`config.mk`:
```
export PLATFORM = sky130hd
export DESIGN_NAME = serv_core
export DESIGN_NICKNAME = d
export VERILOG_FILES = /design/src/serv_pkg.sv /design/src/serv_state.sv /design/src/serv_decode.sv /design/src/serv_immdec.sv /design/src/serv_alu.sv /design/src/serv_ctrl.sv /design/src/serv_rf_if.sv /design/src/serv_core.sv
export SDC_FILE = /design/constraint.sdc
export NUM_CORES = 1
export LEC_CHECK = 0
export ABC_CLOCK_PERIOD_IN_PS = 10400
export BUFFER_PORTS_ARGS = -buffer_cell sky130_fd_sc_hd__buf_2
export CAP_MARGIN = 20
export CORE_ASPECT_RATIO = 0.7
export CORE_MARGIN = 10
export CORE_UTILIZATION = 59
export DETAILED_ROUTE_END_ITERATION = 7
export GPL_TIMING_DRIVEN = 0
export PLACE_DENSITY = 0.92
export SLEW_MARGIN = 20
export SYNTH_ARGS = -nofsm -noshare
export SYNTH_HDL_FRONTEND = slang
export SYNTH_SLANG_ARGS = --single-unit
```
`constraint.sdc`:
```
create_clock -name clk -period 10.4 [get_ports clk]
set_input_delay 2.08 -clock clk [delete_from_list [all_inputs] [get_ports clk]]
set_output_delay 2.08 -clock clk [all_outputs]
set_load 0.02 [all_outputs]
```
`src/serv_pkg.sv`:
```
`default_nettype none

package serv_pkg;

   localparam int XLEN       = 32;
   localparam int CNT_W      = 5;
   localparam int REG_ADDR_W = 5;
   localparam int INSTR_W    = 32;

   localparam logic [XLEN-1:0] DEFAULT_RESET_PC = 32'h0000_0000;

   // Major opcodes, instruction bits 6:0
   localparam logic [6:0] OPC_OP     = 7'b0110011;
   localparam logic [6:0] OPC_OP_IMM = 7'b0010011;
   localparam logic [6:0] OPC_LUI    = 7'b0110111;
   localparam logic [6:0] OPC_AUIPC  = 7'b0010111;
   localparam logic [6:0] OPC_JAL    = 7'b1101111;

   localparam logic [2:0] F3_ADD = 3'b000;
   localparam logic [2:0] F3_XOR = 3'b100;
   localparam logic [2:0] F3_OR  = 3'b110;
   localparam logic [2:0] F3_AND = 3'b111;

   typedef enum logic [1:0] {
      ALU_ADD,
      ALU_XOR,
      ALU_OR,
      ALU_AND
   } alu_op_t;

   // Where the rd bit comes from
   typedef enum logic [1:0] {
      RD_ALU,
      RD_CTRL,
      RD_IMM,
      RD_NONE
   } rd_src_t;

   typedef enum logic [1:0] {
      IMM_I,
      IMM_U,
      IMM_J
   } imm_fmt_t;

endpackage

`default_nettype wire

```
`src/serv_state.sv`:
```
`timescale 1ns/1ps
`default_nettype none

module serv_state (
   input  logic clk,
   input  logic i_rst_n,
   input  logic i_ibus_ack,
   output logic o_ibus_cyc,
   output logic o_rf_rreq,
   output logic o_cnt_en,
   output logic o_cnt0,
   output logic o_cnt_done
);

   typedef enum logic [1:0] {
      ST_UPDATE,
      ST_FETCH,
      ST_REQ,
      ST_EXEC
   } state_t;

   state_t                     state;
   state_t                     state_nxt;
   logic [serv_pkg::CNT_W-1:0] cnt;

   always_comb begin
      state_nxt = state;
      case (state)
         // PC holds the next fetch address
         ST_UPDATE: begin
            state_nxt = ST_FETCH;
         end
         ST_FETCH: begin
            if (i_ibus_ack) begin
               state_nxt = ST_REQ;
            end
         end
         // One-cycle read request to the register file
         ST_REQ: begin
            state_nxt = ST_EXEC;
         end
         default: begin
            if (o_cnt_done) begin
               state_nxt = ST_FETCH;
            end
         end
      endcase
   end

   always_ff @(posedge clk) begin
      if (!i_rst_n) begin
         state <= ST_UPDATE;
         cnt   <= '0;
      end else begin
         state <= state_nxt;
         // Wraps back to zero after the last bit
         if (o_cnt_en) begin
            cnt <= cnt + 1'b1;
         end
      end
   end

   assign o_ibus_cyc = (state == ST_FETCH);
   assign o_rf_rreq  = (state == ST_REQ);
   assign o_cnt_en   = (state == ST_EXEC);
   assign o_cnt0     = o_cnt_en & (cnt == '0);
   assign o_cnt_done = o_cnt_en & (&cnt);

endmodule

`default_nettype wire

```
`src/serv_decode.sv`:
```
`timescale 1ns/1ps
`default_nettype none

module serv_decode (
   input  logic                         clk,
   input  logic                         i_rst_n,
   input  logic                         i_ibus_ack,
   input  logic [serv_pkg::INSTR_W-1:0] i_ibus_rdt,
   output serv_pkg::alu_op_t            o_alu_op,
   output logic                         o_sub,
   output logic                         o_op_b_imm,
   output serv_pkg::rd_src_t            o_rd_src,
   output serv_pkg::imm_fmt_t           o_imm_fmt,
   output logic                         o_pc_jump,
   output logic                         o_pc_rel
);

   logic [6:0] opcode;
   logic [2:0] funct3;
   logic       funct7_5;
   logic       is_op;
   logic       is_op_imm;
   logic       f3_ok;
   logic       alu_ok;

   always_ff @(posedge clk) begin
      if (!i_rst_n) begin
         opcode   <= '0;
         funct3   <= '0;
         funct7_5 <= 1'b0;
      end else if (i_ibus_ack) begin
         opcode   <= i_ibus_rdt[6:0];
         funct3   <= i_ibus_rdt[14:12];
         funct7_5 <= i_ibus_rdt[30];
      end
   end

   assign is_op     = (opcode == serv_pkg::OPC_OP);
   assign is_op_imm = (opcode == serv_pkg::OPC_OP_IMM);
   assign f3_ok     = funct3 inside {serv_pkg::F3_ADD, serv_pkg::F3_XOR,
                                     serv_pkg::F3_OR, serv_pkg::F3_AND};

   // funct7 bit 5 on an OP is only legal for SUB
   assign alu_ok = f3_ok & (is_op_imm | (is_op & (~funct7_5 | (funct3 == serv_pkg::F3_ADD))));

   assign o_sub      = is_op & funct7_5 & (funct3 == serv_pkg::F3_ADD);
   assign o_op_b_imm = is_op_imm;
   assign o_pc_jump  = (opcode == serv_pkg::OPC_JAL);
   assign o_pc_rel   = (opcode == serv_pkg::OPC_AUIPC);

   always_comb begin
      case (funct3)
         serv_pkg::F3_XOR: o_alu_op = serv_pkg::ALU_XOR;
         serv_pkg::F3_OR:  o_alu_op = serv_pkg::ALU_OR;
         serv_pkg::F3_AND: o_alu_op = serv_pkg::ALU_AND;
         default:          o_alu_op = serv_pkg::ALU_ADD;
      endcase
   end

   always_comb begin
      if (alu_ok) begin
         o_rd_src = serv_pkg::RD_ALU;
      end else if (opcode == serv_pkg::OPC_LUI) begin
         o_rd_src = serv_pkg::RD_IMM;
      end else if (o_pc_jump | o_pc_rel) begin
         o_rd_src = serv_pkg::RD_CTRL;
      end else begin
         o_rd_src = serv_pkg::RD_NONE;
      end
   end

   // Taken from the bus word so the immediate can be built in the ack cycle
   always_comb begin
      case (i_ibus_rdt[6:0])
         serv_pkg::OPC_LUI,
         serv_pkg::OPC_AUIPC: o_imm_fmt = serv_pkg::IMM_U;
         serv_pkg::OPC_JAL:   o_imm_fmt = serv_pkg::IMM_J;
         default:             o_imm_fmt = serv_pkg::IMM_I;
      endcase
   end

endmodule

`default_nettype wire

```
`src/serv_immdec.sv`:
```
`timescale 1ns/1ps
`default_nettype none

module serv_immdec (
   input  logic                            clk,
   input  logic                            i_ibus_ack,
   input  logic [serv_pkg::INSTR_W-1:0]    i_ibus_rdt,
   input  serv_pkg::imm_fmt_t              i_imm_fmt,
   input  logic                            i_cnt_en,
   output logic                            o_imm,
   output logic [serv_pkg::REG_ADDR_W-1:0] o_rd_addr,
   output logic [serv_pkg::REG_ADDR_W-1:0] o_rs1_addr,
   output logic [serv_pkg::REG_ADDR_W-1:0] o_rs2_addr
);

   logic [serv_pkg::XLEN-1:0] imm;
   logic [serv_pkg::XLEN-1:0] imm_new;

   always_comb begin
      case (i_imm_fmt)
         serv_pkg::IMM_U: begin
            imm_new = {i_ibus_rdt[31:12], 12'b0};
         end
         serv_pkg::IMM_J: begin
            imm_new = {{12{i_ibus_rdt[31]}}, i_ibus_rdt[19:12], i_ibus_rdt[20],
                       i_ibus_rdt[30:21], 1'b0};
         end
         default: begin
            imm_new = {{20{i_ibus_rdt[31]}}, i_ibus_rdt[31:20]};
         end
      endcase
   end

   always_ff @(posedge clk) begin
      if (i_ibus_ack) begin
         o_rd_addr  <= i_ibus_rdt[11:7];
         o_rs1_addr <= i_ibus_rdt[19:15];
         o_rs2_addr <= i_ibus_rdt[24:20];
         imm        <= imm_new;
      end else if (i_cnt_en) begin
         // LSB first, sign bit stays in place
         imm <= {imm[serv_pkg::XLEN-1], imm[serv_pkg::XLEN-1:1]};
      end
   end

   assign o_imm = imm[0];

endmodule

`default_nettype wire

```
`src/serv_alu.sv`:
```
`timescale 1ns/1ps
`default_nettype none

module serv_alu (
   input  logic              clk,
   input  logic              i_rst_n,
   input  logic              i_cnt_en,
   input  logic              i_cnt0,
   input  serv_pkg::alu_op_t i_alu_op,
   input  logic              i_sub,
   input  logic              i_op_b_imm,
   input  logic              i_rs1,
   input  logic              i_rs2,
   input  logic              i_imm,
   output logic              o_rd
);

   logic op_b;
   logic add_b;
   logic carry_q;
   logic carry_in;
   logic sum;
   logic carry_out;

   assign op_b  = i_op_b_imm ? i_imm : i_rs2;
   // Two's complement subtract, the +1 comes in through the carry
   assign add_b = op_b ^ i_sub;

   assign carry_in  = i_cnt0 ? i_sub : carry_q;
   assign sum       = i_rs1 ^ add_b ^ carry_in;
   assign carry_out = (i_rs1 & add_b) | (carry_in & (i_rs1 ^ add_b));

   always_ff @(posedge clk) begin
      if (!i_rst_n) begin
         carry_q <= 1'b0;
      end else if (i_cnt_en) begin
         carry_q <= carry_out;
      end
   end

   always_comb begin
      case (i_alu_op)
         serv_pkg::ALU_XOR: o_rd = i_rs1 ^ op_b;
         serv_pkg::ALU_OR:  o_rd = i_rs1 | op_b;
         serv_pkg::ALU_AND: o_rd = i_rs1 & op_b;
         default:           o_rd = sum;
      endcase
   end

endmodule

`default_nettype wire

```
`src/serv_ctrl.sv`:
```
`timescale 1ns/1ps
`default_nettype none

module serv_ctrl #(
   parameter logic [serv_pkg::XLEN-1:0] RESET_PC = serv_pkg::DEFAULT_RESET_PC
) (
   input  logic                      clk,
   input  logic                      i_rst_n,
   input  logic                      i_cnt_en,
   input  logic                      i_cnt0,
   input  logic                      i_pc_jump,
   input  logic                      i_pc_rel,
   input  logic                      i_imm,
   output logic [serv_pkg::XLEN-1:0] o_ibus_adr,
   output logic                      o_rd
);

   logic [serv_pkg::XLEN-1:0] pc;
   logic                      cnt1_q;
   logic                      cnt2_q;
   logic                      c4_q;
   logic                      ci_q;
   logic                      c4_in;
   logic                      ci_in;
   logic                      pc4_bit;
   logic                      pcimm_bit;
   logic                      new_bit;

   // Constant 4 is a single one in bit 2
   assign c4_in   = i_cnt0 ? 1'b0 : c4_q;
   assign pc4_bit = pc[0] ^ cnt2_q ^ c4_in;

   assign ci_in     = i_cnt0 ? 1'b0 : ci_q;
   assign pcimm_bit = pc[0] ^ i_imm ^ ci_in;

   assign new_bit = i_pc_jump ? pcimm_bit : pc4_bit;
   assign o_rd    = i_pc_rel ? pcimm_bit : pc4_bit;

   always_ff @(posedge clk) begin
      if (!i_rst_n) begin
         pc     <= RESET_PC;
         cnt1_q <= 1'b0;
         cnt2_q <= 1'b0;
         c4_q   <= 1'b0;
         ci_q   <= 1'b0;
      end else if (i_cnt_en) begin
         // Old PC shifts out the bottom while the new one fills from the top
         pc     <= {new_bit, pc[serv_pkg::XLEN-1:1]};
         cnt1_q <= i_cnt0;
         cnt2_q <= cnt1_q;
         c4_q   <= (pc[0] & cnt2_q) | (c4_in & (pc[0] ^ cnt2_q));
         ci_q   <= (pc[0] & i_imm) | (ci_in & (pc[0] ^ i_imm));
      end
   end

   assign o_ibus_adr = pc;

endmodule

`default_nettype wire

```
`src/serv_rf_if.sv`:
```
`timescale 1ns/1ps
`default_nettype none

module serv_rf_if (
   input  logic                            i_cnt_en,
   input  serv_pkg::rd_src_t               i_rd_src,
   input  logic [serv_pkg::REG_ADDR_W-1:0] i_rd_addr,
   input  logic [serv_pkg::REG_ADDR_W-1:0] i_rs1_addr,
   input  logic [serv_pkg::REG_ADDR_W-1:0] i_rs2_addr,
   input  logic                            i_alu_rd,
   input  logic                            i_ctrl_rd,
   input  logic                            i_imm,
   output logic [serv_pkg::REG_ADDR_W-1:0] o_rreg0,
   output logic [serv_pkg::REG_ADDR_W-1:0] o_rreg1,
   output logic [serv_pkg::REG_ADDR_W-1:0] o_wreg0,
   output logic                            o_wen0,
   output logic                            o_wdata0
);

   assign o_rreg0 = i_rs1_addr;
   assign o_rreg1 = i_rs2_addr;
   assign o_wreg0 = i_rd_addr;

   always_comb begin
      case (i_rd_src)
         serv_pkg::RD_ALU:  o_wdata0 = i_alu_rd;
         serv_pkg::RD_CTRL: o_wdata0 = i_ctrl_rd;
         // LUI writes the U-immediate as is
         serv_pkg::RD_IMM:  o_wdata0 = i_imm;
         default:           o_wdata0 = 1'b0;
      endcase
   end

   // x0 is never written
   assign o_wen0 = i_cnt_en & (i_rd_src != serv_pkg::RD_NONE) & (|i_rd_addr);

endmodule

`default_nettype wire

```
`src/serv_core.sv`:
```
`timescale 1ns/1ps
`default_nettype none

module serv_core #(
   parameter logic [serv_pkg::XLEN-1:0] RESET_PC = serv_pkg::DEFAULT_RESET_PC
) (
   input  logic                                clk,
   input  logic                                i_rst_n,
   // Instruction bus
   output logic [serv_pkg::XLEN-1:0]           o_ibus_adr,
   output logic                                o_ibus_cyc,
   input  logic [serv_pkg::INSTR_W-1:0]        i_ibus_rdt,
   input  logic                                i_ibus_ack,
   // Register file
   output logic                                o_rf_rreq,
   output logic [serv_pkg::REG_ADDR_W-1:0]     o_rreg0,
   output logic [serv_pkg::REG_ADDR_W-1:0]     o_rreg1,
   output logic [serv_pkg::REG_ADDR_W-1:0]     o_wreg0,
   output logic                                o_wen0,
   output logic                                o_wdata0,
   input  logic                                i_rdata0,
   input  logic                                i_rdata1
);

   logic                            cnt_en;
   logic                            cnt0;

   serv_pkg::alu_op_t               alu_op;
   logic                            alu_sub;
   logic                            op_b_imm;
   serv_pkg::rd_src_t               rd_src;
   serv_pkg::imm_fmt_t              imm_fmt;
   logic                            pc_jump;
   logic                            pc_rel;

   logic                            imm;
   logic [serv_pkg::REG_ADDR_W-1:0] rd_addr;
   logic [serv_pkg::REG_ADDR_W-1:0] rs1_addr;
   logic [serv_pkg::REG_ADDR_W-1:0] rs2_addr;

   logic                            alu_rd;
   logic                            ctrl_rd;

   serv_state state (
      .clk        (clk       ),
      .i_rst_n    (i_rst_n   ),
      .i_ibus_ack (i_ibus_ack),
      .o_ibus_cyc (o_ibus_cyc),
      .o_rf_rreq  (o_rf_rreq ),
      .o_cnt_en   (cnt_en    ),
      .o_cnt0     (cnt0      ),
      // Only the sequencer itself needs the last-cycle flag
      .o_cnt_done (          )
   );

   serv_decode decode (
      .clk        (clk       ),
      .i_rst_n    (i_rst_n   ),
      .i_ibus_ack (i_ibus_ack),
      .i_ibus_rdt (i_ibus_rdt),
      .o_alu_op   (alu_op    ),
      .o_sub      (alu_sub   ),
      .o_op_b_imm (op_b_imm  ),
      .o_rd_src   (rd_src    ),
      .o_imm_fmt  (imm_fmt   ),
      .o_pc_jump  (pc_jump   ),
      .o_pc_rel   (pc_rel    )
   );

   serv_immdec immdec (
      .clk        (clk       ),
      .i_ibus_ack (i_ibus_ack),
      .i_ibus_rdt (i_ibus_rdt),
      .i_imm_fmt  (imm_fmt   ),
      .i_cnt_en   (cnt_en    ),
      .o_imm      (imm       ),
      .o_rd_addr  (rd_addr   ),
      .o_rs1_addr (rs1_addr  ),
      .o_rs2_addr (rs2_addr  )
   );

   serv_alu alu (
      .clk        (clk       ),
      .i_rst_n    (i_rst_n   ),
      .i_cnt_en   (cnt_en    ),
      .i_cnt0     (cnt0      ),
      .i_alu_op   (alu_op    ),
      .i_sub      (alu_sub   ),
      .i_op_b_imm (op_b_imm  ),
      .i_rs1      (i_rdata0  ),
      .i_rs2      (i_rdata1  ),
      .i_imm      (imm       ),
      .o_rd       (alu_rd    )
   );

   serv_ctrl #(
      .RESET_PC (RESET_PC)
   ) ctrl (
      .clk        (clk       ),
      .i_rst_n    (i_rst_n   ),
      .i_cnt_en   (cnt_en    ),
      .i_cnt0     (cnt0      ),
      .i_pc_jump  (pc_jump   ),
      .i_pc_rel   (pc_rel    ),
      .i_imm      (imm       ),
      .o_ibus_adr (o_ibus_adr),
      .o_rd       (ctrl_rd   )
   );

   serv_rf_if rf_if (
      .i_cnt_en   (cnt_en    ),
      .i_rd_src   (rd_src    ),
      .i_rd_addr  (rd_addr   ),
      .i_rs1_addr (rs1_addr  ),
      .i_rs2_addr (rs2_addr  ),
      .i_alu_rd   (alu_rd    ),
      .i_ctrl_rd  (ctrl_rd   ),
      .i_imm      (imm       ),
      .o_rreg0    (o_rreg0   ),
      .o_rreg1    (o_rreg1   ),
      .o_wreg0    (o_wreg0   ),
      .o_wen0     (o_wen0    ),
      .o_wdata0   (o_wdata0  )
   );

endmodule

`default_nettype wire

```
## Yosys cells after proc, flatten, opt, wreduce, memory -nomap -nowiden

Index checks and enable logic that the tools add are counted.

- Add/subtract/negate cells: 1
- Equal/unequal tests: 23
- Multiplexer cells: 19
- Bitwise logic cells: 31
- Reduce and logical (&&, ||, !) cells: 11

Operators with widths:

| operator | number |
|---|---|
| $pmux 31 s2 | 1 |
| $mux 32 | 1 |
| $mux 31 | 1 |
| $eq 7x5->1 const B | 3 |
| $eq 7x6->1 const B | 3 |
| $and 1x1->1 | 15 |
| $eq 7x7->1 const B | 2 |
| $eq 2x2->1 const B | 6 |
| $pmux 2 s3 | 2 |
| $mux 2 | 5 |
| $eq 3x3->1 const B | 3 |
| $eq 2x1->1 const B | 4 |
| $reduce_bool 4->1 | 2 |
| $xor 1x1->1 | 8 |
| $or 1x1->1 | 7 |
| $mux 1 | 6 |
| $pmux 1 s3 | 2 |
| $add 5x1->5 const B | 1 |
| $logic_not 5->1 | 1 |
| $reduce_and 5->1 | 1 |
| $reduce_or 5->1 | 1 |
| $logic_not 2->1 | 2 |
| $pmux 2 s2 | 1 |
| $logic_not 3->1 | 1 |
| 6 further kinds | 6 |

- Flip-flop bits (word level): 102
- Input bits: 37
- Output and inout port bits: 51
- Logic and storage cells: 101

## Logic depth before layout (Yosys ltp)

- Depth after elaboration: 9
- Depth in mapped cells: 10
- Gate-level depth less buffers: 10

## Cells and area by module

A second synthesis with hierarchy kept.

- Cell total of the unflattened synthesis: 385
- Area, all modules: 4652.0 um^2

By module, submodules not included:

| module | times used | cells an instance | area an instance (um^2) | sequential area each (um^2) |
|---|---|---|---|---|
| serv_immdec | 1 | 118 | 1903.1 | 1411.4 |
| serv_ctrl | 1 | 126 | 1435.1 | 720.7 |
| serv_decode | 1 | 62 | 588.1 | 220.2 |
| serv_state | 1 | 44 | 422.9 | 140.1 |
| serv_rf_if | 1 | 22 | 153.9 | 0.0 |
| serv_alu | 1 | 13 | 148.9 | 20.0 |

## Least setup slack after synthesis

Ideal clock, no wire load.

- Path kind: input-to-output
- Start: in i_rdata1
- End: out o_wdata0
- Data arrival time: 3921 ps
- Data required time: 8320 ps
- Setup slack: 4399 ps
- Stages: 6
- Path buffers: 0
- Path through: a21o_1 xor2_1 fa_1 o22ai_1 a221o_1 o32ai_1

- Cells in the longest elaborated chain, start to end: 6
- Elaborated cells on any way between the ends: 9
- Those cells by class: mux (3); bitwise (6)

RTL lines:

| item | RTL line | RTL |
|---|---|---|
| start: declaration | serv_core.sv:22 | `input logic i_rdata1` |
| $mux 1 * | serv_alu.sv:25 | `assign op_b = i_op_b_imm ? i_imm : i_rs2;` |
| $xor 1x1->1 | serv_alu.sv:27 | `assign add_b = op_b ^ i_sub;` |
| $xor 1x1->1 (2 in a row) | serv_alu.sv:30 | `assign sum = i_rs1 ^ add_b ^ carry_in;` |
| $pmux 1 s3 * | serv_alu.sv:42 | `case (i_alu_op)` |
| $pmux 1 s3 * | serv_rf_if.sv:25 | `case (i_rd_src)` |
| end: declaration | serv_core.sv:20 | `output logic o_wdata0,` |

Every way passes the cells marked *; elsewhere a longest branch is shown, timed or not.

## Worst setup path after layout

Ends and elaborated chain as after synthesis.

==> impl_metrics.toml <==
[floorplanning]
core_sq_um = 7287
die_area_sq_um = 11390
ios = 88
die_w_um = 123.3
die_y_um = 92.33
start_util_pct = 60.51
row_count = 26

[drt]
drc = 0
drtIter0Drc = 233
route.detailed.wl_per_inst_um = 16.49
first_pass_iters = 4
finalWirelength_mm = 10.14
routed_via_density = 5.514
vias = 3391
ant_nets = 0

[critical_path]
required_ns = 8.32
crit_fanout = 2
reg2reg_slack_ns = 7.50
cp-start-kind = "input pin"
rr_worst_depth = 8
cp_slowest_cell = "fa_1"
critPathMostFrequentCell = "buf_2"
cp-end-kind = "output pin"
timing.rr.start = "state.state[0]$_SDFFE_PN0P_"
critPathKind = "in2out"
crit_chain = "buf_2, a21o_1, xor2_1, fa_1, o22ai_1, a221o_1, o32ai_1, buf_2"
rr_endpoint = "alu.carry_q$_SDFFE_PN0P_"
slowest_delay_ns = 0.55
critical_path_arrival_ns = 4.00

[pwr]
p_per_area_nw_per_um2 = 170.1
power_leakage_nw = 2.160
power_mw = 0.8815
ir_worst_vdd_mv = 0.09525

[synth]
synth-main-ff-cell = "dfxtp_1"
synthAdderAreaFrac_pct = 4.484
synth_top_family_by_area = "simple AND/OR/NAND/NOR gates"
synth-simple-area-share_pct = 16.69
synth-compound-area-share_pct = 6.016
muxShareOfSynthArea_pct = 11.38
avgSynthCellArea_sq_um = 10.65
yosysWarnings = 0
synth.distinct_cells = 44
synth_area_sq_um = 4409
seq_area_frac_synth_pct = 56.98
syn_inst = 414
synth-seq-cells = 102
synthArstFlopShare_pct = 0
syn_nets = 465
synth_xor_area_share_pct = 0.7946
synth-edff-count = 47

[clocking]
clock_path_buffers = 2
ctsHtreeMaxLevel = 3
clk_latency_ns = 0.35
post_cts_buffers = 0
path_clk_slew_ns = 0.09
cts_resized = 0
cts_tree = "built"
cts_sinks = 102
cts_root_buf = "clkbuf_8"
cts_made_buffers = 9
cts-hold-fix-buffers = 0

[layout]
final_nets = 563
stdcell_count = 615
stdcell_area_sq_um = 5181
drive_above_1_share_pct = 20.70
area_growth_syn_to_layout_pct = 17.51
postLayoutCoreUtil_pct = 71.10
diodes = 0

[sta]
max_freq_ghz = 0.1645
final_max_slew_viol_count = 0
finalHoldViolations = 0
hold_ws_ns = 0.5101
rsz0062_at_grt = "false"
final.min_clock_period_ns = 6.080
fin_setup_tns_ns = 0
slew_headroom_pct = 51.70
fin_skew_ns = 0.005825
setup_viol = 0
min_period_over_period_pct = 58.46
tightest_slew_ns = 0.7245
setup_slack_ns = 4.320

[grt]
grt_max_degree = 32
grt_pass1_wl_mm = 16.44
grt_overflow_total = 0
grt_usage_pct = 17.94
antenna_found_initial = 0
grt_pass1_vias = 3381

[min_path]
hold_path_end = "ctrl.ci_q$_SDFFE_PN0P_"
hold_path.class = "reg2reg"
hold_depth = 2
hp-start = "ctrl.ci_q$_SDFFE_PN0P_"

[placement]
place_hpwl_mm = 7.631
port_buffers = 87
gp_congestion = 0.8499
post-place-ws_ns = 4.349
placed_area_sq_um = 4967
dp.cells = 599

[run]
cap_violations = 0

[run_status]
run_status = "complete, no violations"
==> area by class of cell <==
cell class	count	area, sq um
plain buffers	22	82.58
clock buffers	10	127.6
clock inverters	6	86.33
fillers	526	2106
inverters	21	78.83
multi-input cells	269	1735
flip-flops and latches	102	2512
well taps	98	122.6
repair buffers	87	435.4
==> power breakdown <==
| group | switching, mW | internal (mW) |
|---|---|---|
| combinational | 0.0873 | 0.0544 |
| sequential | 0.0161 | 0.458 |
| clock | 0.130 | 0.135 |
| total | 0.234 | 0.648 |
==> sequential cells by signal, summed over array words and instances (netlist names) <==
name / count
ctrl.ci_q: 1
ctrl.c4_q: 1
state.cnt: 5
ctrl.cnt1_q: 1
immdec.o_rd_addr: 5
ctrl.o_ibus_adr: 32
ctrl.cnt2_q: 1
decode.funct7_5: 1
state.state: 2
immdec.imm: 32
decode.funct3: 3
alu.carry_q: 1
immdec.o_rs2_addr: 5
decode.opcode: 7
immdec.o_rs1_addr: 5
==> layout by cell type, fill, tap and decap left out, types with 2 or more instances in the layout <==
master / synthesis / final
nand2_1: 23 / 23
nand4_1: 4 / 4
clkbuf_8: 0 / 9
nor2_1: 72 / 72
clkbuf_1: 18 / 19
nor2b_1: 5 / 5
nand2b_1: 16 / 16
o21ai_0: 3 / 3
o22ai_1: 11 / 11
xor2_1: 3 / 3
fa_1: 3 / 3
bufinv_16: 0 / 2
mux2i_1: 49 / 49
edfxtp_1: 47 / 47
and3_1: 3 / 3
nand3_1: 25 / 25
nor3_1: 2 / 2
a21oi_1: 16 / 16
buf_1: 4 / 4
buf_2: 0 / 87
dfxtp_1: 55 / 55
inv_1: 20 / 20
ha_1: 11 / 11
==> Yosys cell counts, types with 2 or more instances <==
cell	n	area share (%)
a21oi_1	16	1.8
and3_1	3	0.43
buf_1	4	0.34
clkbuf_1	18	1.5
dfxtp_1	55	25
edfxtp_1	47	32
fa_1	3	1.4
ha_1	11	3.1
inv_1	20	1.7
mux2i_1	49	11
nand2_1	23	2.0
nand2b_1	16	2.3
nand3_1	25	2.8
nand4_1	4	0.57
nor2_1	72	6.1
nor2b_1	5	0.71
nor3_1	2	0.23
o21ai_0	3	0.34
o22ai_1	11	1.6
xor2_1	3	0.60
==> cells by family after synthesis <==
kind of cell | after synthesis
simple gates | 159
flops | 102
mux | 50
buf+inv | 43
compound gates | 42
fa+ha+maj | 14
xor+xnor | 4
==> critical path, delay by kind of cell <==
family          cells  cell delay [ns]
xor+xnor            1             0.18
buf+inv             2             0.33
compound gates      4             0.85
fa+ha+maj           1             0.55
==> how the worst max path moves through the flow <==
stage,startpoint,endpoint,slack (ns),depth (start not counted)
2_1_floorplan,i_rdata1,o_wdata0,4.40,6
3_3_place_gp,i_rdata1,o_wdata0,4.39,8
3_5_place_dp,i_rdata1,o_wdata0,4.35,8
4_1_cts,i_rdata1,o_wdata0,4.35,8
5_1_grt,state.state[0]$_SDFFE_PN0P_,o_wdata0,4.12,10
6_report,i_rdata1,o_wdata0,4.32,8
==> per-layer routing <==
metal / GRT usage [%] / share of wire, % / wire (um)
met5: 0 / 0 / 0
met4: 4.449 / 1.1 / 116
met3: 6.307 / 8.8 / 889
met2: 29.42 / 49 / 4921
met1: 22.13 / 42 / 4212
No activity file was read; power rests on OpenSTA's default activity.
